$ cat config.mk
export PLATFORM = sky130hd
export DESIGN_NAME = bus_addr_decoder
export DESIGN_NICKNAME = d
export VERILOG_FILES = /design/src/design/soc_bus_pkg.sv /design/src/design/bus_addr_decoder.sv
export SDC_FILE = /design/constraint.sdc
export NUM_CORES = 1
export LEC_CHECK = 0
export BUFFER_PORTS_ARGS = -buffer_cell sky130_fd_sc_hd__buf_2
export CAP_MARGIN = 20
export CORE_AREA = 2 2 39 41
export DETAILED_ROUTE_END_ITERATION = 16
export DIE_AREA = 0 0 41 43
export SETUP_SLACK_MARGIN = 0.4
export SYNTH_ARGS = -nofsm -noshare
export SYNTH_HDL_FRONTEND = slang
export SYNTH_SLANG_ARGS = --single-unit
$ cat constraint.sdc
create_clock -name vclk -period 5.4
set_clock_uncertainty 0.05 [all_clocks]
set_input_delay 1.62 -clock vclk [all_inputs]
set_output_delay 1.62 -clock vclk [all_outputs]
set_load 0.05 [all_outputs]
$ cat src/design/soc_bus_pkg.sv
`default_nettype none

package soc_bus_pkg;

    // data RAM region, its end depends on RAM_WORDS
    localparam logic [31:0] DATA_RAM_BASE = 32'h0001_0000;

    // GPIO region
    localparam logic [31:0] GPIO_BASE = 32'h0002_0000;
    localparam logic [31:0] GPIO_SIZE = 32'd16;

    // register byte offsets inside the GPIO region
    localparam logic [3:0] GPIO_OUT_OFFSET = 4'h0;
    localparam logic [3:0] GPIO_IN_OFFSET  = 4'h4;

    // slave picked by the address decoder
    typedef enum logic [1:0] {
        SLAVE_NONE,
        SLAVE_RAM,
        SLAVE_GPIO
    } slave_sel_t;

    // arbiter FSM states
    typedef enum logic [1:0] {
        IDLE,
        WAITING_FOR_GRANT,
        WAITING_FOR_RESPONSE
    } bus_state_t;

endpackage

`default_nettype wire

$ cat src/design/bus_addr_decoder.sv
`default_nettype none

module bus_addr_decoder #(
    parameter int RAM_WORDS = 256
) (
    input  wire [31:0]              addr,
    output soc_bus_pkg::slave_sel_t sel
);

    // last byte of each region
    localparam logic [31:0] RAM_END =
        soc_bus_pkg::DATA_RAM_BASE + 32'(4 * RAM_WORDS) - 32'd1;
    localparam logic [31:0] GPIO_END =
        soc_bus_pkg::GPIO_BASE + soc_bus_pkg::GPIO_SIZE - 32'd1;

    logic in_ram;
    logic in_gpio;

    assign in_ram  = (addr >= soc_bus_pkg::DATA_RAM_BASE) && (addr <= RAM_END);
    assign in_gpio = (addr >= soc_bus_pkg::GPIO_BASE) && (addr <= GPIO_END);

    always_comb begin
        if (in_ram) begin
            sel = soc_bus_pkg::SLAVE_RAM;
        end else if (in_gpio) begin
            sel = soc_bus_pkg::SLAVE_GPIO;
        end else begin
            // unmapped, the arbiter answers with an error
            sel = soc_bus_pkg::SLAVE_NONE;
        end
    end

endmodule

`default_nettype wire

After elaboration in Yosys (flattened, before gate mapping)
Cells that the tools add are included.

operators by class
  multiplexer cells = 2
  order comparisons = 4
  reductions and logical operators = 2

operators by type and width
  operator                number
  $ge A32 B17 Y1 const B  1
  $ge A32 B18 Y1 const B  1
  $le A32 B17 Y1 const B  1
  $le A32 B18 Y1 const B  1
  $mux W2                 2
  $logic_and A1 B1 Y1     2

word-level totals
  register bits after elaboration = 0
  output and inout bits = 2
  input bits = 32
  logic and storage cells = 8

Depth between registers and ports, before layout
  word-level depth = 4
  gate-level depth with buffers = 4
  depth with buffers taken out = 3

Worst setup path after synthesis
Ideal clock, no wire load.

  path type = input-to-output
  from = input addr[24]
  to = output sel[1]
  path buffers = 0
  stages = 3
  data arrival time = 3.119 ns
  required time = 3.730 ns
  path slack = 0.611 ns
  cells stage by stage = nor4_1 > nand3_1 > nor3_1

between the ends
  cells in the longest elaborated chain, start to end = 4
  elaborated cells between the ends (all ways) = 8
  those cells by class = 4 x order compare; 2 x mux; 2 x reduce/logical

ends and longest elaborated chain
  item                                              line                    RTL
  start: declaration                                bus_addr_decoder.sv:6   input wire [31:0] addr,
  $ge A32 B18 Y1 or $le A32 B18 Y1 (tied branches)  bus_addr_decoder.sv:20  assign in_gpio = (addr >= soc_bus_pkg::GPIO_BASE) && (addr <= GPIO_END);
  $logic_and A1 B1 Y1                               bus_addr_decoder.sv:20
  $mux W2                                           bus_addr_decoder.sv:25  end else if (in_gpio) begin
  $mux W2 *                                         bus_addr_decoder.sv:23  if (in_ram) begin
  end: declaration                                  bus_addr_decoder.sv:7   output soc_bus_pkg::slave_sel_t sel

Every way passes the cells marked *; elsewhere a longest branch is shown, timed or not.

Final worst setup path
  from = input addr[24]
  to = output sel[0]

between the ends
  cells in the longest elaborated chain, start to end = 3
  elaborated cells between the ends (all ways) = 4
  those cells by class = 2 x order compare; 1 x mux; 1 x reduce/logical

ends and longest elaborated chain
  item                                              line                    RTL
  $ge A32 B17 Y1 or $le A32 B17 Y1 (tied branches)  bus_addr_decoder.sv:19  assign in_ram = (addr >= soc_bus_pkg::DATA_RAM_BASE) && (addr <= RAM_END);
  $logic_and A1 B1 Y1 *                             bus_addr_decoder.sv:19
  $mux W2 *                                         bus_addr_decoder.sv:23

Marked as above.

==> results by group <==
Worst setup path
  • Cell mode on critical path: buf_2
  • Worst Path Buf+Inv: 2
  • Crit path DAT: 2690 ps
  • CP max stage cell: buf_2
  • Critical-path cell list: buf_2 > nor4_1 > nand3_1 > nor4_2 > buf_2
  • CP max stage delay: roughly 300 ps
  • CP Capture Type: primary output
  • Largest fanout on the critical path: 2
  • Crit Path Category: in -> out
  • Worst EP required: 3730 ps
  • Crit start category: input port
  • Dominant delay contributor by cell family on the critical path: simple AND/OR/NAND/NOR gates

Global route
  • Tot GR Track Use: under 10%
  • Initial antenna violation count: 0
  • Total gr overflow: 0
  • Vias in the first global route: around 180
  • First-pass GRT wire length: 655 microns
  • Largest net degree at the start of global routing: 3

Route
  • Starting DRT DRC Count: 1
  • WL/cell: 7.34 microns
  • Number of remaining DRC errors: 0
  • DRT Pass-1 Iters: 2
  • WL final: 433 microns
  • Vias/cell: about 3.6
  • Via count: 211
  • ANT nets after route: 0

Pwr
  • Clock power frac: 0%
  • Switch share: between 30 and 40%
  • Comb power frac: 100.0%
  • Pwr Total: 0.0111 mW
  • Static leakage: between 0.1 and 0.15 nW
  • P_int: 0.00779 mW
  • Sequential share of power: 0%
  • Worst vdd ir: 0.00864 mV
  • PwrDens: 44.5 mW/mm^2
  • NetSw: 0.00335 mW

Yosys
  • Leading post-synthesis cells by cell area: nor4_1, nor4_2, nor4b_1
  • Cell area after synthesis: 87.6 sq um
  • Sequential share of the synthesized area: 0%
  • Top-count cell post-synth: nor4_1
  • Top cells by count, synth: nor4_1, nand2_1
  • Post-synthesis net count: 46
  • Synth Area in Compound Gates: 0%
  • Post-Synth Adder-Cell Area: 0%
  • Dominant cell type by area after synthesis: nor4_1
  • Share of the synthesized area in the top cell type: 42.9%
  • Proportion of synthesized area in mux cells: 0%
  • Simple-Gate Fraction of Synth Area: 87.1%
  • Distinct cells, synth: 8
  • Mapped Cells: 14
  • Yosys warns: 0
  • Avg Cell Area, Syn: 6.26 sq um
  • XOR/XNOR share of the synthesized area: 0%
  • Largest family of logic cells by synthesized area: simple AND/OR/NAND/NOR gates

Floorplan
  • I/O pin count: 34
  • Die height: around 43 microns
  • Initial core utilization: 6.33%
  • Die X: 41 microns
  • Core ar.: 0.00138 sq mm
  • Cell Rows: 14
  • Die area: around 0.0018 sq mm

Layout
  • Reg area: 0 sq um
  • Nets: 77
  • Area Growth Syn to Fin: 186%
  • FFs & Latches: 0
  • Antenna cells: 0
  • Share of layout cells above drive strength 1: 72.1%
  • Clock buffers: 0

STA
  • RSZ-0062 raised after global routing: no
  • Max_slew headroom: between 80% and 90%
  • Final hold vios: 0
  • Tmin final: 4360 ps
  • F_max: roughly 230 MHz
  • Worst Tran Pin Value: 259 ps
  • Fin crit share: 80.7%
  • Final setup violation count: 0
  • TNS Setup: 0 ps
  • Count of pins over their slew limit: 0

Job
  • Maxcap violations: 0

Place
  • Placer congestion estimate: between 0.5 and 0.6
  • IO Port Bufs: 30

Min path
  • Hold Crit Class: in -> out

Run status
  • Run status: finished clean

Clock network
  • Post-CTS setup buffer count: 0
  • # hold bufs at CTS: 0
  • Cts repair resizes: 0
final timing paths:
path | slack, ps | depth (start not counted) | endpoint | startpoint
max | 1040 | 5 | sel[0] | addr[24]
min | 3530 | 3 | sel[0] | addr[17]
cell usage in the layout (no fill, tap or decap):
cell type | netlist | routed
buf_2 | 0 | 30
nor4_1 | 6 | 6
nand2_1 | 2 | 2
inv_1 | 1 | 1
nand3_1 | 1 | 1
nor4_2 | 1 | 1
nor4b_1 | 1 | 1
nor3_1 | 1 | 1
power groups by stage:
stage	clock (mW)	sequential (mW)	combinational (mW)
floorplan	0	0	0.00131
global placement	0	0	0.0111
detailed placement	0	0	0.0113
CTS	0	0	0.0113
global route	0	0	0.0126
finish	0	0	0.0111
layout make-up:
cell class,count,area (sq um)
Tap cell,16,20.0
Fill cell,164,1130
Inverter,1,3.75
Multi-Input combinational cell,12,76.3
Timing Repair Buffer,30,150
logic make-up after synthesis:
kind of cell,count (synthesis)
simple gates,12
buf+inv,2
per-layer routing:
layer	track usage, %	up-vias	share of wire, %
met1	6.65	77	38
met4	0	0	0
met3	0	0	19
li1	-	116	-
met5	0	-	0
met2	9.06	18	43
stage by stage:
| stage | utilization, % | std cells | hold WS, ps | area (sq um) | setup slack (ps) |
|---|---|---|---|---|---|
| floorplan | - | 14 | 3380 | 87.6 | 611 |
| global placement | 18.1 | 59 | 3530 | 250 | 1060 |
| detailed placement | 18.1 | 59 | 3530 | 250 | 1020 |
| CTS | 18.1 | 59 | 3530 | 250 | 1010 |
| global route | 18.1 | 59 | 3550 | 250 | 978 |
| finish | 18.1 | 59 | 3530 | 250 | 1040 |
(Power assumes the default switching activity.)
