### config.mk
export PLATFORM = sky130hd
export DESIGN_NAME = gpio_port
export DESIGN_NICKNAME = d
export VERILOG_FILES = /design/src/design/soc_bus_pkg.sv /design/src/design/gpio_port.sv
export SDC_FILE = /design/constraint.sdc
export NUM_CORES = 1
export LEC_CHECK = 0
export ABC_AREA = 0
export BUFFER_PORTS_ARGS = -buffer_cell sky130_fd_sc_hd__buf_2
export CORE_MARGIN = 2
export CORE_UTILIZATION = 37
export DETAILED_ROUTE_END_ITERATION = 6
export PLACE_DENSITY = 0.8
export SLEW_MARGIN = 20
export SYNTH_ARGS = -nofsm -noshare
export SYNTH_HDL_FRONTEND = slang
export SYNTH_SLANG_ARGS = --single-unit
### constraint.sdc
create_clock -name clk -period 1.75 [get_ports clk]
set_clock_uncertainty 0.2 [all_clocks]
set_input_delay 0.35 -clock clk [delete_from_list [all_inputs] [get_ports clk]]
set_output_delay 0.35 -clock clk [all_outputs]
set_load 0.01 [all_outputs]
### src/design/soc_bus_pkg.sv
`default_nettype none

package soc_bus_pkg;

    // data RAM region, its end depends on RAM_WORDS
    localparam logic [31:0] DATA_RAM_BASE = 32'h0001_0000;

    // GPIO region
    localparam logic [31:0] GPIO_BASE = 32'h0002_0000;
    localparam logic [31:0] GPIO_SIZE = 32'd16;

    // register byte offsets inside the GPIO region
    localparam logic [3:0] GPIO_OUT_OFFSET = 4'h0;
    localparam logic [3:0] GPIO_IN_OFFSET  = 4'h4;

    // slave picked by the address decoder
    typedef enum logic [1:0] {
        SLAVE_NONE,
        SLAVE_RAM,
        SLAVE_GPIO
    } slave_sel_t;

    // arbiter FSM states
    typedef enum logic [1:0] {
        IDLE,
        WAITING_FOR_GRANT,
        WAITING_FOR_RESPONSE
    } bus_state_t;

endpackage

`default_nettype wire

### src/design/gpio_port.sv
`default_nettype none

module gpio_port #(
    parameter int GPIO_WIDTH = 8
) (
    input  wire                   clk,
    input  wire                   rst_n,
    input  wire                   req,
    input  wire                   we,
    input  wire  [3:0]            be,
    input  wire  [31:0]           addr,
    input  wire  [31:0]           wdata,
    output logic                  gnt,
    output logic                  rvalid,
    output logic [31:0]           rdata,
    output logic [GPIO_WIDTH-1:0] gpio_out,
    input  wire  [GPIO_WIDTH-1:0] gpio_in
);

    logic                  pending;
    logic                  rvalid_q;
    logic [31:0]           rdata_q;
    logic [GPIO_WIDTH-1:0] out_q;
    logic [GPIO_WIDTH-1:0] in_meta;
    logic [GPIO_WIDTH-1:0] in_q;
    logic [31:0]           out_merged;
    logic                  sel_out;
    logic                  sel_in;

    assign sel_out = (addr[3:0] == soc_bus_pkg::GPIO_OUT_OFFSET);
    assign sel_in  = (addr[3:0] == soc_bus_pkg::GPIO_IN_OFFSET);

    // grant on the second cycle of req after one wait cycle
    assign gnt = req && pending;

    always_ff @(posedge clk or negedge rst_n) begin
        if (!rst_n) begin
            pending  <= 1'b0;
            rvalid_q <= 1'b0;
        end else begin
            pending  <= req && !pending;
            rvalid_q <= gnt;
        end
    end

    // byte lane merge into the output register
    always_comb begin
        out_merged = 32'(out_q);
        for (int i = 0; i < 4; i++) begin
            if (be[i]) begin
                out_merged[8*i +: 8] = wdata[8*i +: 8];
            end
        end
    end

    always_ff @(posedge clk or negedge rst_n) begin
        if (!rst_n) begin
            out_q <= '0;
        end else if (gnt && we && sel_out) begin
            out_q <= out_merged[GPIO_WIDTH-1:0];
        end
    end

    // two-flop synchronizer for the pins
    always_ff @(posedge clk or negedge rst_n) begin
        if (!rst_n) begin
            in_meta <= '0;
            in_q    <= '0;
        end else begin
            in_meta <= gpio_in;
            in_q    <= in_meta;
        end
    end

    always_ff @(posedge clk) begin
        if (gnt) begin
            if (we) begin
                rdata_q <= 32'b0;
            end else if (sel_out) begin
                rdata_q <= 32'(out_q);
            end else if (sel_in) begin
                rdata_q <= 32'(in_q);
            end else begin
                rdata_q <= 32'b0;
            end
        end
    end

    assign rvalid   = rvalid_q;
    assign rdata    = rdata_q;
    assign gpio_out = out_q;

endmodule

`default_nettype wire

Word-level counts from Yosys, hierarchy flattened
Cells that the tools add are included.
{"block": "word_totals", "reg_bits": 58, "input_bits": 80, "output_inout_bits": 42, "wordCells": 18}
{"block": "op_classes", "n_eq_ne": 1, "mux": 2, "n_reduce_logical": 8}
{"cell": "two-way mux 8 bit", "count": 2}
{"cell": "equality test 4 x 3 -> 1 bit (second input constant)", "count": 1}
{"cell": "logical AND 1 bit", "count": 4}
{"cell": "logical NOT 4 bit", "count": 1}
{"cell": "AND reduction 2 bit", "count": 1}
{"cell": "OR reduction 2 bit", "count": 1}
{"cell": "logical NOT 1 bit", "count": 1}

Logic depth before layout (Yosys ltp)
Gate-level depths: netlist of the first run.
{"block": "depth", "depth_word": 4, "mapped_depth": 5, "depth_no_buf": 3}

Least setup slack after synthesis of the first run
Ideal clock, no wire load.
{"block": "synth_timing", "path_kind": "input -> register", "startpoint": "input req", "endpoint": "register out_q[0] (netlist: gpio_out[0])", "setup_time_ps": 125, "arrival_ps": 1380, "required_ps": 1425, "slack_ps": 45, "cell_stages": 4, "path_buffers": 1, "path_cell_list": "and2_1 > and3_1 > buf_6 > mux2_4"}
{"block": "synth_between", "elab_chain_cells": 4}
{"item": "start, declared", "line": "gpio_port.sv:8", "rtl": "input wire req,"}
{"item": "logical AND 1 bit", "line": "gpio_port.sv:34", "rtl": "assign gnt = req && pending;"}
{"item": "logical AND 1 bit (2 in series)", "line": "gpio_port.sv:59", "rtl": "end else if (gnt && we && sel_out) begin"}
{"item": "AND reduction 2 bit (no line)"}
{"item": "end signal, assigned", "line": "gpio_port.sv:60", "rtl": "out_q <= out_merged[GPIO_WIDTH-1:0];"}
{"item": "end, declared", "line": "gpio_port.sv:23", "rtl": "logic [GPIO_WIDTH-1:0] out_q;"}
Every way passes these cells.
A chain may end at the register's enable or synchronous reset.

Worst setup path in the final report of the first run
{"block": "layout_timing", "startpoint": "register pending", "endpoint": "output gnt"}
{"block": "layout_between", "elab_chain_cells": 1}
{"item": "start, declared", "line": "gpio_port.sv:20", "rtl": "logic pending;"}
{"item": "start signal, assigned", "line": "gpio_port.sv:41", "rtl": "pending <= req && !pending;"}
{"item": "logical AND 1 bit", "line": "gpio_port.sv:34"}
{"item": "end, declared", "line": "gpio_port.sv:13", "rtl": "output logic gnt,"}
Every way passes these cells.

==> results of run 1 <==
[per-layer routing]
| layer | wire, um | vias up |
|---|---|---|
| li1 | - | 368 |
| met1 | 803 | 376 |
| met2 | 1080 | 48 |
| met3 | 208 | 7 |
| met4 | 60 | 0 |
| met5 | 0 | - |
[what timing repair did]
item                                   CTS  global route
buffers inserted                         0             0
setup endpoints to repair                0             0
hold buffers                             9             0
endpoints found under the hold margin   34             0
[final cells by class]
class	count	area [um^2]
well taps	48	60.1
repair buffers	55	330
multi-input cells	54	359
flip-flops and latches	34	891
clock buffers	8	110
fillers	309	1860
[critical path, cell delays in order, from the launching register on]
cell     delay, ns
dfrtp_1       0.37
and2_1        0.15
buf_4         0.18
buf_2         0.15
[worst max path at each step]
stage / slack, ns / endpoint / start
2_1_floorplan: 0.05 / gpio_out[0] / req
3_3_place_gp: 0.08 / gpio_out[0] / addr[3]
3_5_place_dp: 0.04 / gpio_out[0] / addr[3]
4_1_cts: 0.07 / gnt / pending
5_1_grt: 0.04 / gnt / pending
6_report: 0.08 / gnt / pending
[synthesized netlist by cell type]
cell type  number  area [um^2]
and2_1          1         6.26
and3_1          1         6.26
and3b_1         1         8.76
buf_4          24          180
buf_6           2         22.5
clkbuf_1        1         3.75
conb_1          1         3.75
dfrtp_1        26          651
edfxtp_1        8          240
mux2_4          8          120
mux2i_1         8         80.1
nand2b_1        1         6.26
nor2_1          8         30.0
nor2b_1         1         6.26
nor3_1          1         5.00
[flip-flops by register name, summed over array words and instances, names as in the netlist]
name	count
rdata	8
in_meta	8
pending	1
in_q	8
rvalid	1
gpio_out	8
[cells in the final DEF, fill, tap and decap left out]
| cell | n |
|---|---|
| mux2i_1 | 8 |
| buf_4 | 4 |
| nand2b_1 | 1 |
| and3_1 | 1 |
| and2_1 | 1 |
| and3b_1 | 1 |
| conb_1 | 24 |
| buf_2 | 42 |
| nor2_1 | 8 |
| edfxtp_1 | 8 |
| dfrtp_1 | 26 |
| mux2_4 | 8 |
| nor3_1 | 1 |
| dlygate4sd3_1 | 9 |
| clkbuf_8 | 8 |
| nor2b_1 | 1 |
[power by group through the flow]
stage	clock, mW	combinational [mW]	sequential [mW]
6_report	0.656	0.158	0.867
5_1_grt	0.708	0.173	0.871
4_1_cts	0.672	0.159	0.867
3_5_place_dp	0	0.143	0.882
3_3_place_gp	0	0.140	0.881
2_1_floorplan	0	0.106	0.890
[stage by stage]
stage          total power [mW]  hold WS, ns  instances   util  cell area (um^2)
2_1_floorplan             0.996       -0.146        115      -              1460
3_3_place_gp               1.02        0.133        182  0.430              1550
3_5_place_dp               1.02        0.135        182  0.430              1550
4_1_cts                    1.70       0.0905        199  0.485              1750
5_1_grt                    1.75       0.0912        199  0.485              1750
6_report                   1.68       0.0970        199  0.485              1750
[cells by family after synthesis]
family	Yosys count	share of synthesized area
AND/OR/NAND/NOR	14	0.0502
flip-flops	34	0.650
buffers and inverters	27	0.151
other	1	0.00274
multiplexers	16	0.146
==> impl_metrics.ini, run 1 <==
[worst_setup_path]
r2r_start = pending
reg2reg_to = gpio_out[0]
crit_type = register to output port
rr_worst_depth = 4
cp_max_fo = 10
reg2reg_slack_ns = 0.29
endpoint_kind = output port
crit_arrival_ns = 1.12
crit_required_ns = 1.20
cp-start-kind = register

[status]
status = finished, final reports clean

[cts]
clock_latency_ns = 0.28
cts_tree = done
clkSlewWorstSetupHoldPaths_ns = 0.07
cts_buffers = 5
clk_path_buf_depth = 2
cts_root_buf = clkbuf_8
cts_max_level = 2
ctsResizeCount = 0
cts.sinks = 34

[power]
ir_drop_uv = 225
p_int_mw = 1.32
pwr-share-clk = 0.390
swShare = 0.213
power_density_mw_per_mm2 = 960
p_seq_frac = 0.516
pwr-share-comb = 0.094
p_leak_nw = 0.889
netSwitchingPower_mw = 0.358

[die]
die_h_um = 64.9
std_cell_rows = 22
die_area_mm2 = 0.00421
coreArea_mm2 = 0.00361
io_pins = 122
initial_utilization = 0.380
die_w_um = 64.9

[worst_hold_path]
min_to = gpio_out[7]
hold_class = input pin to register
whs_path_depth = 2
min_from = wdata[7]

[synth]
yosysSeqAreaShare = 0.650
syn_area_mm2 = 0.00137
synth_cell_types = 15
syn_inst = 92
avgSynthCellArea_um2 = 14.9
ys_ff_latch = 34
synth_warnings = 0

[layout]
area_growth_syn_to_layout_pct = 27.8
num_antenna_cells = 0
nNetsFinal = 230
drive_gt1_frac = 0.411

[drt]
wl_um = 2160
first_pass_iters = 2
wl_per_cell_um = 10.8
drtIter0Drc = 34
drc = 0
vias = 799
vias_per_cell = 4.02
drtAntennaViolNets = 0

[grt]
grtUsageTotal = 0.111
grt_pass1_vias = 759
met2_usage = 0.192
antenna_found_initial = 0
grt.busiest_layer = met2
grt_pass1_wl_um = 3260
grt-ovfl-total = 0
grt_max_degree = 27
grtUsageMet3 = 0.0382
grtUsageMet1 = 0.102

[sta]
tns_ns = 0
period_needed_ns = 1.67
hold_viol_final = 0
rsz0062_at_grt = false
slew_headroom = 0.632
fmax_mhz = 597
final-max-slew-violation-count = 0
fin_ws_ns = 0.0755
tightest_slew_ns = 0.552
setup_viol = 0
period_share = 0.957

[flow_run]
maxCapViolCount = 0

[placement]
port_buffers = 42
pre_cts_ws_ns = 0.0397
gp_congestion = 0.667
dp_hpwl_um = 1490
(Power assumes the default switching activity.)
==> inputs of run 2 (changes only) <==
--- a/config.mk
+++ b/config.mk
@@ -8,9 +8,9 @@
 export ABC_AREA = 0
 export BUFFER_PORTS_ARGS = -buffer_cell sky130_fd_sc_hd__buf_2
 export CORE_MARGIN = 2
-export CORE_UTILIZATION = 37
+export CORE_UTILIZATION = 33
 export DETAILED_ROUTE_END_ITERATION = 6
-export PLACE_DENSITY = 0.8
+export PLACE_DENSITY = 0.78
 export SLEW_MARGIN = 20
 export SYNTH_ARGS = -nofsm -noshare
 export SYNTH_HDL_FRONTEND = slang
==> constraint.sdc (replaced) <==
create_clock -name clk -period 1.4 [get_ports clk]
set_clock_uncertainty 0.2 [all_clocks]
set_input_delay 0.28 -clock clk [delete_from_list [all_inputs] [get_ports clk]]
set_output_delay 0.28 -clock clk [all_outputs]
set_load 0.01 [all_outputs]
==> run 2 against run 1 <==
Net effect: combinational power increased by 29%; first-iteration DRC count decreased by 74%; count of clock-buffer cells in the layout down 2; sequential share of layout area shrank 1.0 points; global-route usage decreased by 0.83 points; critical path type unchanged; die area increased by 11%; cell area is 2.1% higher; the flow now finishes with violations (setup timing); non-clock buffer count increased by 1.
==> impl_metrics.ini, run 2 (synthesis gave the netlist of run 1 again) <==
[power]
ir_drop_uv = 836
pwr-share-clk = 0.385
swShare = 0.225
pwr-share-comb = 0.097
netSwitchingPower_mw = 0.473
p_seq_frac = 0.517
p_leak_nw = 0.897
power_density_mw_per_mm2 = 1170
p_int_mw = 1.62
power_mw = 2.10

[layout]
drive_gt1_frac = 0.421
area_growth_syn_to_layout_pct = 30.4
final_cell_mix = buf_2, dfrtp_1, conb_1
layout_commonest_cell = buf_2
fin_area_mm2 = 0.00179
instances_no_fill = 202
nNetsFinal = 231
utilization = 0.447
fillCellCount = 376
num_antenna_cells = 0

[worst_setup_path]
cp_num_buf_inv = 2
endpoint_kind = output port
critPathTopFamily = flip-flops
crit_type = register to output port
cp-start-kind = register
critPathMaxStageDelay_ns = 0.38
path_cells = and2_4 > buf_8 > buf_6
crit_arrival_ns = 1.03
crit_required_ns = 0.92
slowest_stage = dfrtp_1
cp_max_fo = 2

[sta]
hold_viol_final = 0
period_share = 1.08
hold_ws_ns = 0.0178
final-max-slew-violation-count = 0
rsz0062_at_grt = true
fmax_mhz = 663
period_needed_ns = 1.51
fin_ws_ns = -0.108
setup_viol = 9
slew_headroom = 0.639
tns_ns = -0.827
tightest_slew_ns = 0.541

[cts]
cts_buffers = 5
cts_root_buf = clkbuf_8
clock_latency_ns = 0.29
cts.sinks = 34
cts_tree = done
clkSlewWorstSetupHoldPaths_ns = 0.07
clk_path_buf_depth = 2
cts_max_level = 2

[placement]
dp_hpwl_um = 1590
placed_cells = 183
dpl_cell_area_mm2 = 0.00156
port_buffers = 42
gp_congestion = 0.764
pre_cts_ws_ns = -0.312

[grt]
grtUsageTotal = 0.102
antenna_found_initial = 0
grt_pass1_vias = 687
grt.busiest_layer = met2
grt_max_degree = 27
grt_pass1_wl_um = 3240
grt-ovfl-total = 0
met2_usage = 0.150
grtUsageMet1 = 0.118
grtUsageMet3 = 0.0543

[worst_hold_path]
hold_class = input pin to register

[die]
die_h_um = 68.4
io_pins = 122
die_w_um = 68.4
coreArea_mm2 = 0.00400
initial_utilization = 0.343
std_cell_rows = 23
die_area_mm2 = 0.00468

[drt]
first_pass_iters = 4
vias = 762
drtIter0Drc = 9
drc = 0
drtAntennaViolNets = 0
vias_per_cell = 3.77
wl_um = 2140
wl_per_cell_um = 10.6

[status]
violations = setup timing
status = finished with violations

[flow_run]
maxCapViolCount = 0
## run 2: worst paths after layout
kind,from,endpoint,slack [ns],cells after the start
max in group asynchronous,rst_n,rvalid,0.34,2
worst min-delay path,wdata[2],gpio_out[2],0.02,2
worst min register to register,in_meta[4],in_q[4],0.15,0
worst max-delay path,pending,gnt,-0.11,3
min in group asynchronous,rst_n,gpio_out[1],0.30,2
worst max register to register,pending,gpio_out[5],-0.10,4
## run 2: power by group through the flow
stage / clock network (mW) / registers, mW / logic, mW
final: 0.808 / 1.09 / 0.204
after global routing: 0.876 / 1.09 / 0.229
after CTS: 0.824 / 1.09 / 0.204
after detailed placement: 0 / 1.11 / 0.177
after global placement: 0 / 1.10 / 0.175
after floorplan: 0 / 1.11 / 0.137
## run 2: layout make-up
type	instances	area, um^2	share of cell area
clock buffer	6	93.8	0.0525
clock inverter	2	13.8	0.00770
timing repair buffer	56	364	0.204
tap	50	62.6	0.0350
multi-input combinational	54	362	0.202
sequential	34	891	0.499
## run 2: metal layers
| metal | wire (um) | vias up | part of all wire |
|---|---|---|---|
| li1 | - | 370 | - |
| met1 | 828 | 346 | 0.39 |
| met2 | 1090 | 42 | 0.51 |
| met3 | 184 | 4 | 0.086 |
| met4 | 40 | 0 | 0.019 |
| met5 | 0 | - | 0 |
## run 2: what timing repair did
action	4_1_cts	5_1_grt
setup endpoints to repair	9	9
buffers inserted	1	1
hold buffers	9	0
resized for setup	3	0
pin swaps	0	0
cloned	0	0
endpoints found under the hold margin	34	0
==> inputs of run 3 (changes only) <==
--- a/config.mk
+++ b/config.mk
@@ -6,7 +6,7 @@
 export NUM_CORES = 1
 export LEC_CHECK = 0
 export ABC_AREA = 0
-export BUFFER_PORTS_ARGS = -buffer_cell sky130_fd_sc_hd__buf_2
+export BUFFER_PORTS_ARGS = -buffer_cell sky130_fd_sc_hd__clkbuf_2
 export CORE_MARGIN = 2
 export CORE_UTILIZATION = 33
 export DETAILED_ROUTE_END_ITERATION = 6
==> run 3 against run 2 <==
Net effect: the flow still finishes with violations (setup timing); flip-flop and latch count unchanged; largest cell class unchanged; cell area fell by 1.8%; via count increased by 1.2%; combinational power about the same.
==> impl_metrics.ini, run 3 (synthesis gave the netlist of run 1 again) <==
[status]
status = finished with violations
violations = setup timing

[sta]
fin_ws_ns = -0.121
rsz0062_at_grt = true
setup_viol = 9
slew_headroom = 0.583
period_needed_ns = 1.52
final-max-slew-violation-count = 0
period_share = 1.09
hold_viol_final = 0
hold_ws_ns = 0.0332
tightest_slew_ns = 0.625
fmax_mhz = 658

[cts]
clk_path_buf_depth = 2
cts_buffers = 5
clkSlewWorstSetupHoldPaths_ns = 0.06
cts_tree = done
cts_max_level = 2
clock_latency_ns = 0.28
cts.sinks = 34
cts_root_buf = clkbuf_8

[placement]
dpl_cell_area_mm2 = 0.00156
dp_hpwl_um = 1690
port_buffers = 42
gp_congestion = 0.779

[power]
p_int_mw = 1.51
power_density_mw_per_mm2 = 1110
swShare = 0.227
ir_drop_uv = 841
p_seq_frac = 0.558
pwr-share-comb = 0.105
p_leak_nw = 0.887
pwr-share-clk = 0.337
netSwitchingPower_mw = 0.442

[layout]
drive_gt1_frac = 0.408
num_antenna_cells = 0
layout_commonest_cell = clkbuf_2
final_cell_mix = clkbuf_2, dfrtp_1, conb_1
nNetsFinal = 231
seq_area_um2 = 891
fin_area_mm2 = 0.00175
multi_input_area_um2 = 362
area_growth_syn_to_layout_pct = 28.0
fillCellCount = 376

[grt]
grt_pass1_vias = 777
grt_pass1_wl_um = 3440
antenna_found_initial = 0
grtUsageTotal = 0.105
grt_max_degree = 27
grt-ovfl-total = 0

[die]
die_h_um = 68.4
coreArea_mm2 = 0.00400
die_area_mm2 = 0.00468
std_cell_rows = 23
io_pins = 122
initial_utilization = 0.343
die_w_um = 68.4

[drt]
vias = 771
wl_per_cell_um = 11.0
drc = 0
drtAntennaViolNets = 0
first_pass_iters = 2
wl_um = 2210
vias_per_cell = 3.82
drtIter0Drc = 9

[worst_setup_path]
crit_arrival_ns = 1.04
rr_worst_depth = 4
r2r_start = pending
endpoint_kind = output port
crit_type = register to output port
reg2reg_to = gpio_out[7]
cp_max_fo = 2
reg2reg_slack_ns = -0.10
crit_required_ns = 0.92
cp-start-kind = register

[flow_run]
maxCapViolCount = 0

[worst_hold_path]
min_to = gpio_out[7]
min_from = wdata[7]
hold_class = input pin to register
whs_path_depth = 2
-- run 3: cell types whose count changed in the layout (fill, tap and decap cells not counted), sizes merged --
cell | previous run | this run
clkinvlp | 1 | 0
buf | 47 | 5
inv | 1 | 0
clkinv | 0 | 2
clkbuf | 6 | 48
-- run 3: power by group through the flow --
stage / registers [mW] / clock network (mW) / logic (mW)
final: 1.09 / 0.656 / 0.204
after floorplan: 1.11 / 0 / 0.137
after global placement: 1.11 / 0 / 0.175
after CTS: 1.09 / 0.685 / 0.207
after global routing: 1.09 / 0.729 / 0.231
after detailed placement: 1.11 / 0 / 0.180
-- run 3: area by class of cell --
cell class | count | share of cell area
Clock buffer | 6 | 0.0414
Multi-Input combinational cell | 54 | 0.206
Sequential cell | 34 | 0.508
Clock inverter | 2 | 0.00499
Timing Repair Buffer | 56 | 0.204
Tap cell | 50 | 0.0357
-- run 3: per-stage QoR --
| stage | setup TNS (ns) | power (mW) | instances | setup WS, ns | util |
|---|---|---|---|---|---|
| 6_report | -0.917 | 1.95 | 202 | -0.121 | 0.439 |
| 5_1_grt | -1.18 | 2.05 | 202 | -0.160 | 0.439 |
| 4_1_cts | -0.863 | 1.98 | 202 | -0.127 | 0.439 |
| 3_5_place_dp | -2.21 | 1.29 | 183 | -0.272 | 0.390 |
| 3_3_place_gp | -2.11 | 1.28 | 183 | -0.265 | 0.390 |
| 2_1_floorplan | -0.759 | 1.25 | 115 | -0.0949 | - |
-- run 3: worst max-delay path by stage --
stage | from | endpoint | cells after the start
after floorplan | addr[2] | gpio_out[0] | 5
after CTS | pending | gnt | 3
after global placement | addr[3] | gpio_out[5] | 5
final | pending | gnt | 3
after global routing | pending | gnt | 3
after detailed placement | addr[3] | gpio_out[1] | 5
-- run 3: critical path: stages (launching register included) --
cell      delay [ns]
dfrtp_1         0.39
and2_4          0.15
buf_8           0.11
clkbuf_2        0.11
-- run 3: metal layers --
layer,vias to the layer above,share of wire,global-route usage
li1,368,-,-
met1,361,0.41,0.124
met2,40,0.49,0.167
met3,2,0.095,0.0493
met4,0,0.0072,0.0375
met5,-,0,0
-- run 3: timing repair --
item                                    4_1_cts  5_1_grt
setup buffers                                 2        0
hold endpoints to repair                     34        0
pin swaps                                     0        0
hold buffers                                  9        0
endpoints found under the setup margin        9        9
gates resized for setup                       2        0
