<file path="config.mk">
export PLATFORM = sky130hd
export DESIGN_NAME = data_bus_arbiter
export DESIGN_NICKNAME = d
export VERILOG_FILES = /design/src/design/soc_bus_pkg.sv /design/src/design/data_bus_arbiter.sv
export SDC_FILE = /design/constraint.sdc
export NUM_CORES = 1
export LEC_CHECK = 0
export ABC_AREA = 1
export BUFFER_PORTS_ARGS = -buffer_cell sky130_fd_sc_hd__buf_4
export CELL_PAD_IN_SITES_DETAIL_PLACEMENT = 0
export CELL_PAD_IN_SITES_GLOBAL_PLACEMENT = 2
export CORE_MARGIN = 4
export CORE_UTILIZATION = 10
export DETAILED_ROUTE_END_ITERATION = 12
export PLACE_DENSITY_LB_ADDON = 0.1
export SYNTH_ARGS = -nofsm -noshare
export SYNTH_HDL_FRONTEND = slang
export SYNTH_SLANG_ARGS = --single-unit
</file>
<file path="constraint.sdc">
create_clock -name clk -period 2 [get_ports clk]
set_input_delay 0.1 -clock clk [delete_from_list [all_inputs] [get_ports clk]]
set_output_delay 0.1 -clock clk [all_outputs]
set_load 0.005 [all_outputs]
</file>
<file path="src/design/soc_bus_pkg.sv">
`default_nettype none

package soc_bus_pkg;

    // data RAM region, its end depends on RAM_WORDS
    localparam logic [31:0] DATA_RAM_BASE = 32'h0001_0000;

    // GPIO region
    localparam logic [31:0] GPIO_BASE = 32'h0002_0000;
    localparam logic [31:0] GPIO_SIZE = 32'd16;

    // register byte offsets inside the GPIO region
    localparam logic [3:0] GPIO_OUT_OFFSET = 4'h0;
    localparam logic [3:0] GPIO_IN_OFFSET  = 4'h4;

    // slave picked by the address decoder
    typedef enum logic [1:0] {
        SLAVE_NONE,
        SLAVE_RAM,
        SLAVE_GPIO
    } slave_sel_t;

    // arbiter FSM states
    typedef enum logic [1:0] {
        IDLE,
        WAITING_FOR_GRANT,
        WAITING_FOR_RESPONSE
    } bus_state_t;

endpackage

`default_nettype wire

</file>
<file path="src/design/data_bus_arbiter.sv">
`default_nettype none

module data_bus_arbiter (
    input  wire                     clk,
    input  wire                     rst_n,

    // core side
    input  wire                     core_req,
    input  wire                     core_we,
    input  wire [3:0]               core_be,
    input  wire [31:0]              core_addr,
    input  wire [31:0]              core_wdata,
    output logic                    core_gnt,
    output logic                    core_rvalid,
    output logic [31:0]             core_rdata,
    output logic                    core_err,

    // from the decoder
    input  var soc_bus_pkg::slave_sel_t addr_sel,

    // data RAM slave
    output logic                    ram_req,
    output logic                    ram_we,
    output logic [3:0]              ram_be,
    output logic [31:0]             ram_addr,
    output logic [31:0]             ram_wdata,
    input  wire                     ram_gnt,
    input  wire                     ram_rvalid,
    input  wire [31:0]              ram_rdata,

    // GPIO slave
    output logic                    gpio_req,
    output logic                    gpio_we,
    output logic [3:0]              gpio_be,
    output logic [31:0]             gpio_addr,
    output logic [31:0]             gpio_wdata,
    input  wire                     gpio_gnt,
    input  wire                     gpio_rvalid,
    input  wire [31:0]              gpio_rdata
);

    soc_bus_pkg::bus_state_t state, state_d;
    soc_bus_pkg::slave_sel_t sel_q, sel_d;
    soc_bus_pkg::slave_sel_t mux_sel;

    logic        slv_gnt;
    logic        slv_rvalid;
    logic [31:0] slv_rdata;

    always_ff @(posedge clk or negedge rst_n) begin
        if (!rst_n) begin
            state <= soc_bus_pkg::IDLE;
            sel_q <= soc_bus_pkg::SLAVE_NONE;
        end else begin
            state <= state_d;
            sel_q <= sel_d;
        end
    end

    always_comb begin
        state_d = state;
        case (state)
            soc_bus_pkg::IDLE: begin
                if (core_req) begin
                    state_d = core_gnt ? soc_bus_pkg::WAITING_FOR_RESPONSE
                                       : soc_bus_pkg::WAITING_FOR_GRANT;
                end
            end
            soc_bus_pkg::WAITING_FOR_GRANT: begin
                if (core_gnt) begin
                    state_d = soc_bus_pkg::WAITING_FOR_RESPONSE;
                end
            end
            soc_bus_pkg::WAITING_FOR_RESPONSE: begin
                if (core_rvalid) begin
                    state_d = soc_bus_pkg::IDLE;
                end
            end
            default: state_d = soc_bus_pkg::IDLE;
        endcase
    end

    // request goes only to the decoded slave, the other one sees zeros
    always_comb begin
        ram_req    = 1'b0;
        ram_we     = 1'b0;
        ram_be     = 4'b0;
        ram_addr   = 32'b0;
        ram_wdata  = 32'b0;
        gpio_req   = 1'b0;
        gpio_we    = 1'b0;
        gpio_be    = 4'b0;
        gpio_addr  = 32'b0;
        gpio_wdata = 32'b0;

        if (core_req && state != soc_bus_pkg::WAITING_FOR_RESPONSE) begin
            case (addr_sel)
                soc_bus_pkg::SLAVE_RAM: begin
                    ram_req   = 1'b1;
                    ram_we    = core_we;
                    ram_be    = core_be;
                    ram_addr  = core_addr;
                    ram_wdata = core_wdata;
                end
                soc_bus_pkg::SLAVE_GPIO: begin
                    gpio_req   = 1'b1;
                    gpio_we    = core_we;
                    gpio_be    = core_be;
                    gpio_addr  = core_addr;
                    gpio_wdata = core_wdata;
                end
                default: ;
            endcase
        end
    end

    // live decode in IDLE, the registered copy once the request is taken
    assign sel_d   = (state == soc_bus_pkg::IDLE && core_req) ? addr_sel : sel_q;
    assign mux_sel = (state == soc_bus_pkg::IDLE) ? addr_sel : sel_q;

    always_comb begin
        slv_gnt    = 1'b0;
        slv_rvalid = 1'b0;
        slv_rdata  = 32'b0;
        case (mux_sel)
            soc_bus_pkg::SLAVE_RAM: begin
                slv_gnt    = ram_gnt;
                slv_rvalid = ram_rvalid;
                slv_rdata  = ram_rdata;
            end
            soc_bus_pkg::SLAVE_GPIO: begin
                slv_gnt    = gpio_gnt;
                slv_rvalid = gpio_rvalid;
                slv_rdata  = gpio_rdata;
            end
            default: ;
        endcase
    end

    always_comb begin
        core_gnt    = 1'b0;
        core_rvalid = slv_rvalid;
        core_rdata  = slv_rdata;
        core_err    = 1'b0;

        case (state)
            soc_bus_pkg::IDLE: begin
                if (core_req) begin
                    // nobody behind an unmapped address, take it right away
                    core_gnt = (mux_sel == soc_bus_pkg::SLAVE_NONE) ? 1'b1 : slv_gnt;
                end
            end
            soc_bus_pkg::WAITING_FOR_GRANT: begin
                core_gnt = slv_gnt;
            end
            soc_bus_pkg::WAITING_FOR_RESPONSE: begin
                if (mux_sel == soc_bus_pkg::SLAVE_NONE) begin
                    core_rvalid = 1'b1;
                    core_rdata  = 32'b0;
                    core_err    = 1'b1;
                end
            end
            default: ;
        endcase
    end

    unmapped_access: assert property (@(posedge clk) disable iff (!rst_n)
        core_req |-> addr_sel != soc_bus_pkg::SLAVE_NONE)
    else
        $warning("unmapped address requested: 0x%08x", core_addr);

    // a slave answering out of turn would show up here
    rvalid_in_response_state: assert property (@(posedge clk) disable iff (!rst_n)
        core_rvalid |-> state == soc_bus_pkg::WAITING_FOR_RESPONSE)
    else
        $error("rvalid to the core outside WAITING_FOR_RESPONSE");

    gnt_needs_req: assert property (@(posedge clk) disable iff (!rst_n)
        $rose(core_gnt) |-> core_req)
    else
        $error("core_gnt raised without core_req");

endmodule

`default_nettype wire

</file>
=== Word level (Yosys, flattened, before mapping) ===
Index checks and enable logic that the tools add are counted.

* Bits in registers: 4
* Input bits: 142
* Output and inout port bits: 175
* Word-level logic and storage cells: 55

* Equal/unequal tests: 10
* Mux-type cells: 38
* Reduce and logical (&&, ||, !) cells: 5

{| class="wikitable"
|+ Operators by type and width
! cell !! number
|-
| two-way mux 32 bit || 10
|-
| one-hot mux 32 bit (2 select lines) || 1
|-
| two-way mux 4 bit || 4
|-
| two-way mux 1 bit || 14
|-
| two-way mux 2 bit || 5
|-
| != test 2 bit, second input constant || 4
|-
| == test 2 x 1 -> 1 bit, second input constant || 3
|-
| == test 2 bit, second input constant || 3
|-
| one-hot mux 1 bit (2 select lines) || 3
|-
| one-hot mux 2 bit (3 select lines) || 1
|-
| logical NOT 2 bit || 2
|-
| AND reduction 3 bit || 1
|-
| logical AND 1 bit || 2
|}

=== Logic depth before layout (Yosys ltp) ===
Gate-level depths: netlist of run 1.

* Depth after elaboration: 10
* Depth in mapped cells: 12
* Gate-level depth less buffers: 11

=== Least setup slack after synthesis of run 1 ===
No wires, ideal clock.

* Kind: register to output
* From: register state[0]
* To: output core_rdata[10]
* Arrival time: 1.658 ns
* Data required time: 1.900 ns
* Setup slack: 0.242 ns
* Cell stages (with the launch flop): 9
* Path buffers: 2
* Path through: dfrtp_1 -> nor2_1 -> o21ai_0 -> inv_1 -> ha_1 -> clkbuf_1 -> clkbuf_1 -> nand2_1 -> a21oi_1

* Word-level cells in the longest chain between the ends: 6
* Elaborated cells between the ends (all ways): 9
* Classes of those cells: eq/ne (3); mux (4); reduce/logical (2)

{| class="wikitable"
|+ Ends and longest elaborated chain
! item !! RTL line !! text
|-
| from (decl) || data_bus_arbiter.sv:42 || <nowiki>soc_bus_pkg::bus_state_t state, state_d;</nowiki>
|-
| from (signal assigned) || data_bus_arbiter.sv:52 || <nowiki>state <= soc_bus_pkg::IDLE;</nowiki>
|-
| from (signal assigned) || data_bus_arbiter.sv:55 || <nowiki>state <= state_d;</nowiki>
|-
| logical NOT 2 bit || data_bus_arbiter.sv:119 || <nowiki>assign mux_sel = (state == soc_bus_pkg::IDLE) ? addr_sel : sel_q;</nowiki>
|-
| two-way mux 2 bit || data_bus_arbiter.sv:119 ||
|-
| == test 2 bit or == test 2 x 1 -> 1 bit (tied branches) || data_bus_arbiter.sv:125 || <nowiki>case (mux_sel)</nowiki>
|-
| one-hot mux 32 bit (2 select lines) || data_bus_arbiter.sv:125 ||
|-
| two-way mux 32 bit || data_bus_arbiter.sv:157 || <nowiki>if (mux_sel == soc_bus_pkg::SLAVE_NONE) begin</nowiki>
|-
| two-way mux 32 bit (*) || data_bus_arbiter.sv:146 || <nowiki>case (state)</nowiki>
|-
| to (decl) || data_bus_arbiter.sv:15 || <nowiki>output logic [31:0] core_rdata,</nowiki>
|}

Mark *: on every way between the ends. The rest lies on a longest branch, timed or not.

=== Worst setup path in the final report of run 1 ===
* From: register state[1]
* To: output core_rdata[3]

The elaborated chain is that of the path after synthesis.

==> qor.yml, run 1 <==
clocking:
  cts_tree: "done"
  clockRootBuffer: "clkbuf_16"
  cts_buffers: 3
  clk_pin_slew_ns: 0.03
  clkSinkCount: 4
  clkLatencyLatePin_ns: 0.23
  ctsLongestPathBuffers: 2
  htree_num_levels: 1
place:
  hpwl_um: 10600
  placed_cells: 900
  port_buffers: 316
  routabilityCongestion: 0.737
  place_ws_ns: 0.103
routing:
  wl_um: 12500
  final_antenna_net_count: 0
  num_vias: 3325
  via_per_inst: 3.67
  wl_per_cell_um: 13.9
  drtIter0Drc: 104
  dr.pass1.iters: 4
  drc_errors: 0
hold_path:
  min_from: "addr_sel[1]"
  min_path_type: "primary input to flip-flop"
  hold_depth: 3
  worstHoldEndpoint: "sel_q[1]"
cells_and_area:
  fill_cells: 1849
  area_growth_syn_to_layout_pct: 172
  diodes: 0
  drive_gt1_frac: 0.524
  final_cells: 905
  final_nets: 836
yosys:
  synth_area_mm2: 0.00164
  synthCells: 384
  synth_commonest_cells: "142 x nor2_1, 81 x nand2_1, 79 x inv_1"
  synth_top_area_share: 0.324
  synth_ff_type: "dfrtp_1"
  yosysUniqueCellTypes: 15
  ys.warnings.count: 0
  yosysTopAreaCell: "nor2_1"
  synth-edff-count: 0
  synth_seq_cells: 4
  synth_area_leaders: "nor2_1 32%, nand2_1 18%, inv_1 18%"
  ys_seq_area_frac: 0.0609
  synthArstFlopShare: 1.00
  yosysMostFrequentCell: "nor2_1"
  synth_nets: 529
  postSynthAreaPerCell_um2: 4.28
timing:
  fin_tns_setup_ns: 0
  setup_viol: 0
  hold_viol: 0
  finalClockSkew_ns: 0.00261
  holdWs_ns: 0.179
  fin_ws_ns: 0.0123
  relSlewSlack: 0.769
  fmax_mhz: 503
  rsz0062_at_grt: "true"
  min_period_ns: 1.99
  worst_slew_pin_slew_ns: 0.347
  min_period_over_period: 0.994
  slew_violations: 0
grt:
  grt_pass1_vias: 3170
  grt_max_degree: 71
  busiest_layer: "met2"
  grt-ovfl-total: 0
  track_usage: 0.120
  met2_usage: 0.255
  grtUsageMet1: 0.117
  grt_util_met3: 0.0303
  grt_pass1_wl_um: 17700
  antenna_found_initial: 0
setup_path:
  worstPathMaxFanout: 32
  cp-end-kind: "primary output"
  crit_top_cell: "o21ai_2"
  cp_slowest_cell: "dfrtp_1"
  worstReg2RegStart: "state[1]"
  r2r_cells: 11
  start_kind: "flip-flop"
  required_ns: 1.90
  arrival_ns: 1.89
  r2r-end: "state[1]"
  path_class: "flip-flop to primary output"
  slowest_delay_ns: 0.40
  crit_chain: "nor2_4 > nand2_1 > o21ai_2 > inv_2 > ha_1 > inv_1 > o21ai_2 > buf_12 > a21oi_1 > buf_4"
  reg2reg_slack_ns: 0.40
die:
  chipHeight_um: 136
  start_util: 0.103
  rows: 46
  fp.dieArea_mm2: 0.0186
  core_mm2: 0.0160
  die_w_um: 136
  io_pins: 317
power:
  totalPowerFinal_mw: 3.58
  p_per_area_mw_per_mm2: 799
  power_leakage_nw: 2.75
  peakVddDrop_uv: 659
job:
  max-cap-violations: 0
run_status:
  status: "finished, final reports clean"
-- power breakdown --
| group | total, mW | internal, mW | switching, mW |
|---|---|---|---|
| Clock | 0.313 | 0.256 | 0.0575 |
| Sequential | 0.149 | 0.119 | 0.0292 |
| Combinational | 3.12 | 1.46 | 1.66 |
-- critical path: cells and delay by family (launching register included) --
family                     cells  cell delay, ns
buffers and inverters          4            0.48
DFF                            1            0.40
AOI/OAI and AO/OA              3            0.33
and+or+nand+nor                2            0.25
adders and majority gates      1            0.18
-- kinds of logic after synthesis --
logic type               synth area share
AND/OR/NAND/NOR                     0.537
adder cells (fa/ha/maj)            0.0228
flip-flops                         0.0609
AO/OA/AOI/OAI                       0.119
buffers and inverters               0.261
-- through the flow --
stage,util,instance area [um^2]
2_1_floorplan,-,1640
3_3_place_gp,0.267,4280
3_5_place_dp,0.267,4280
4_1_cts,0.274,4380
5_1_grt,0.280,4480
6_report,0.280,4480
-- worst max-delay path by stage --
stage / cells after the start / endpoint / startpoint
after global routing: 10 / core_rdata[26] / state[1]
final: 10 / core_rdata[3] / state[1]
after CTS: 8 / core_rdata[0] / state[1]
after global placement: 9 / core_rdata[1] / state[0]
after floorplan: 8 / core_rdata[10] / state[0]
after detailed placement: 9 / core_rdata[0] / state[0]
-- routing by layer --
metal	up-vias	wire length, um
li1	1700	-
met1	1455	4020
met2	162	7260
met3	8	1190
met4	0	85
met5	-	0
-- flip-flops by register name, summed over array words and instances (netlist names) --
name and cells:
sel_q 2, state 2
-- final cells by class --
class / count / area (um^2) / share of cell area
Timing Repair Buffer: 327 / 2500 / 0.558
Multi-Input combinational cell: 272 / 1220 / 0.273
Inverter: 83 / 312 / 0.0696
Tap cell: 216 / 270 / 0.0604
Sequential cell: 4 / 100 / 0.0224
Clock buffer: 3 / 75.1 / 0.0168
-- cell usage in the layout (no fill, tap or decap), drive strengths merged --
| cell type | n |
|---|---|
| o21ai | 7 |
| nand2 | 83 |
| inv | 83 |
| ha | 3 |
| buf | 326 |
| nor2 | 143 |
| nand3 | 3 |
| clkbuf | 3 |
| dlygate4sd3 | 1 |
| dfrtp | 4 |
| nand4 | 1 |
| a21oi | 32 |
-- timing repair --
action                                  CTS  global route
endpoints found under the hold margin     4             0
gates resized for setup                   6            24
hold buffers                              1             0
setup buffers                             0             1
pin swaps                                 0             2
endpoints found under the setup margin   33            33
Power figures use the tool's default switching activity.
==> inputs of run 2 (changes only) <==
--- a/config.mk
+++ b/config.mk
@@ -12,6 +12,7 @@
 export CORE_MARGIN = 4
 export CORE_UTILIZATION = 10
 export DETAILED_ROUTE_END_ITERATION = 12
+export MAX_ROUTING_LAYER = met4
 export PLACE_DENSITY_LB_ADDON = 0.1
 export SYNTH_ARGS = -nofsm -noshare
 export SYNTH_HDL_FRONTEND = slang
==> constraint.sdc (replaced) <==
create_clock -name clk -period 1.59 [get_ports clk]
set_input_delay 0.0795 -clock clk [delete_from_list [all_inputs] [get_ports clk]]
set_output_delay 0.0795 -clock clk [all_outputs]
set_load 0.005 [all_outputs]
==> run 2 against run 1 <==
Effect of this change:
- the flow now finishes with violations (setup timing)
- setup slack got worse by 0.34 ns
- largest power group unchanged
- utilization up 15 points
- critical path type unchanged
- largest cell class unchanged
- clock-buffer cell count unchanged
==> qor.yml, run 2 (synthesized netlist as in run 1, its figures left out) <==
run_status:
  status: "finished, violations left"  # was finished, final reports clean
  violations: "setup timing"
setup_path:
  slowest_delay_ns: 0.40  # about the same
  worst_setup_path_startpoint: "state[1]"  # unchanged
  reg2reg_slack_ns: -0.10  # was 0.40 ns
  arrival_ns: 1.84  # was 1.89 ns
  worstReg2RegStart: "state[1]"  # unchanged
  start_kind: "flip-flop"  # unchanged
  path_class: "flip-flop to primary output"  # unchanged
  required_ns: 1.51  # was 1.90 ns
  crit_family: "buffers and inverters"  # unchanged
  cp_slowest_cell: "dfrtp_1"  # unchanged
  cp-end-kind: "primary output"  # unchanged
  path_depth: 9  # was 10
  r2r_cells: 11  # unchanged
  path_buf_inv: 4  # unchanged
  crit_chain: "nor2_4 > buf_4 > o21ai_4 > ha_4 > inv_2 > o21ai_4 > buf_12 > a21oi_1 > buf_4"  # was nor2_4 > nand2_1 > o21ai_2 > inv_2 > ha_1 > inv_1 > o21ai_2 > buf_12 > a21oi_1 > buf_4
  worstPathMaxFanout: 15  # was 32
routing:
  via_per_inst: 3.91  # was 3.67
  drtIter0Drc: 41  # was 104
  drc_errors: 0  # unchanged
  num_vias: 3716  # was 3325
  dr.pass1.iters: 4  # unchanged
  wl_per_cell_um: 16.2  # was 13.9 um
  final_antenna_net_count: 0  # unchanged
  wl_um: 15400  # was 12500 um
place:
  port_buffers: 316  # unchanged
  placed_cells: 907  # was 900
  hpwl_um: 9950  # was 10600 um
  place_ws_ns: -0.168  # was 0.103 ns
  routabilityCongestion: 0.748  # was 0.737
clocking:
  clk_pin_slew_ns: 0.03  # about the same
  ctsLongestPathBuffers: 2  # unchanged
  clkLatencyLatePin_ns: 0.23  # about the same
  cts_buffers: 3  # unchanged
  htree_num_levels: 1  # unchanged
  clkSinkCount: 4  # unchanged
  clockRootBuffer: "clkbuf_16"  # unchanged
  cts_tree: "done"  # unchanged
grt:
  grt-ovfl-total: 0  # unchanged
  grt_max_degree: 34  # was 71
  track_usage: 0.126  # was 0.120
  grt_pass1_wl_um: 17800  # was 17700 um
  antenna_found_initial: 0  # unchanged
  grt_pass1_vias: 3535  # was 3170
cells_and_area:
  diodes: 0  # unchanged
  drive_gt1_frac: 0.740  # was 0.524
  final_common_cell: "buf_4"  # unchanged
  final_cell_mix: "220 x buf_4, 125 x nor2_4, 114 x buf_6"  # was 322 x buf_4, 141 x nor2_1, 81 x nand2_1
  final_nets: 882  # was 836
  final_cells: 951  # was 905
  largestRegisters: "sel_q (2), state (2)"  # unchanged
  area_growth_syn_to_layout_pct: 314  # was 172%
timing:
  setup_viol: 177  # was 0
  hold_viol: 0  # unchanged
  relSlewSlack: 0.624  # was 0.769
  fin_ws_ns: -0.329  # was 0.0123 ns
  min_period_ns: 1.92
  rsz0062_at_grt: "true"  # unchanged
  fmax_mhz: 521
  slew_violations: 0  # unchanged
  finalClockSkew_ns: 0.00351  # was 0.00261 ns
  min_period_over_period: 1.21
  worst_slew_pin_slew_ns: 0.562  # was 0.347 ns
die:
  fp.dieArea_mm2: 0.0186  # unchanged
  start_util: 0.103  # unchanged
  rows: 46  # unchanged
  io_pins: 317  # unchanged
  core_mm2: 0.0160  # unchanged
  die_w_um: 136  # unchanged
  chipHeight_um: 136  # unchanged
power:
  peakVddDrop_uv: 679  # was 659 uV
  p_per_area_mw_per_mm2: 906  # was 799 mW/mm^2
  power_leakage_nw: 3.32  # was 2.75 nW
hold_path:
  hold_depth: 3  # unchanged
  min_from: "addr_sel[0]"  # was addr_sel[1]
  min_path_type: "primary input to flip-flop"  # unchanged
job:
  max-cap-violations: 0  # unchanged
==> run 2: cell type report <==
cell class | count | area (um^2)
Clock buffer | 3 | 75.1
Timing Repair Buffer | 372 | 3790
Sequential cell | 4 | 100
Tap cell | 216 | 270
Inverter | 83 | 332
Fill cell | 1597 | 9200
Multi-Input combinational cell | 273 | 2240
==> run 2: final timing paths <==
check / endpoint
max: core_rdata[15]
min: sel_q[0]
max reg2reg: state[1]
min reg2reg: sel_q[0]
max in group asynchronous: state[1]
min in group asynchronous: sel_q[1]
==> run 2: tightest hold or removal path, delay by kind of cell <==
family,cells,cell delay [ns]
AO/OA/AOI/OAI,1,0.07
buffers and inverters,2,0.18
==> run 2: where the power goes <==
group	switching (mW)	total (mW)	internal, mW	leakage [nW]
clock	0.0726	0.394	0.321	0.0370
sequential	0.0430	0.193	0.150	0.0502
combinational	2.66	5.58	2.92	3.24
total	2.77	6.17	3.39	3.32
==> run 2: layer usage <==
| layer | up-vias | track usage | wire length [um] |
|---|---|---|---|
| met5 | - | - | 0 |
| met3 | 14 | 0.0226 | 1110 |
| met4 | 0 | 0.0207 | 174 |
| met2 | 187 | 0.252 | 8980 |
| li1 | 1811 | - | - |
| met1 | 1704 | 0.127 | 5180 |
==> run 2: what timing repair did <==
| item | CTS | global route |
|---|---|---|
| gates resized for setup | 62 | 382 |
| hold buffers | 1 | 0 |
| gates cloned | 9 | 16 |
| endpoints found under the setup margin | 177 | 177 |
| setup buffers | 12 | 11 |
| pin swaps | 3 | 12 |
| endpoints found under the hold margin | 4 | 0 |
==> run 2: metrics by stage <==
| step | util | cell area (um^2) | hold WS (ns) | total power, mW | setup TNS (ns) |
|---|---|---|---|---|---|
| global placement | 0.275 | 4400 | -0.121 | 4.22 | -3.57 |
| finish | 0.425 | 6810 | 0.153 | 6.17 | -43.76 |
| CTS | 0.317 | 5070 | 0.152 | 5.42 | -46.85 |
| global route | 0.425 | 6810 | 0.172 | 6.64 | -57.14 |
| floorplan | - | 1660 | -0.216 | 1.87 | 0 |
| detailed placement | 0.275 | 4400 | -0.120 | 4.20 | -4.30 |
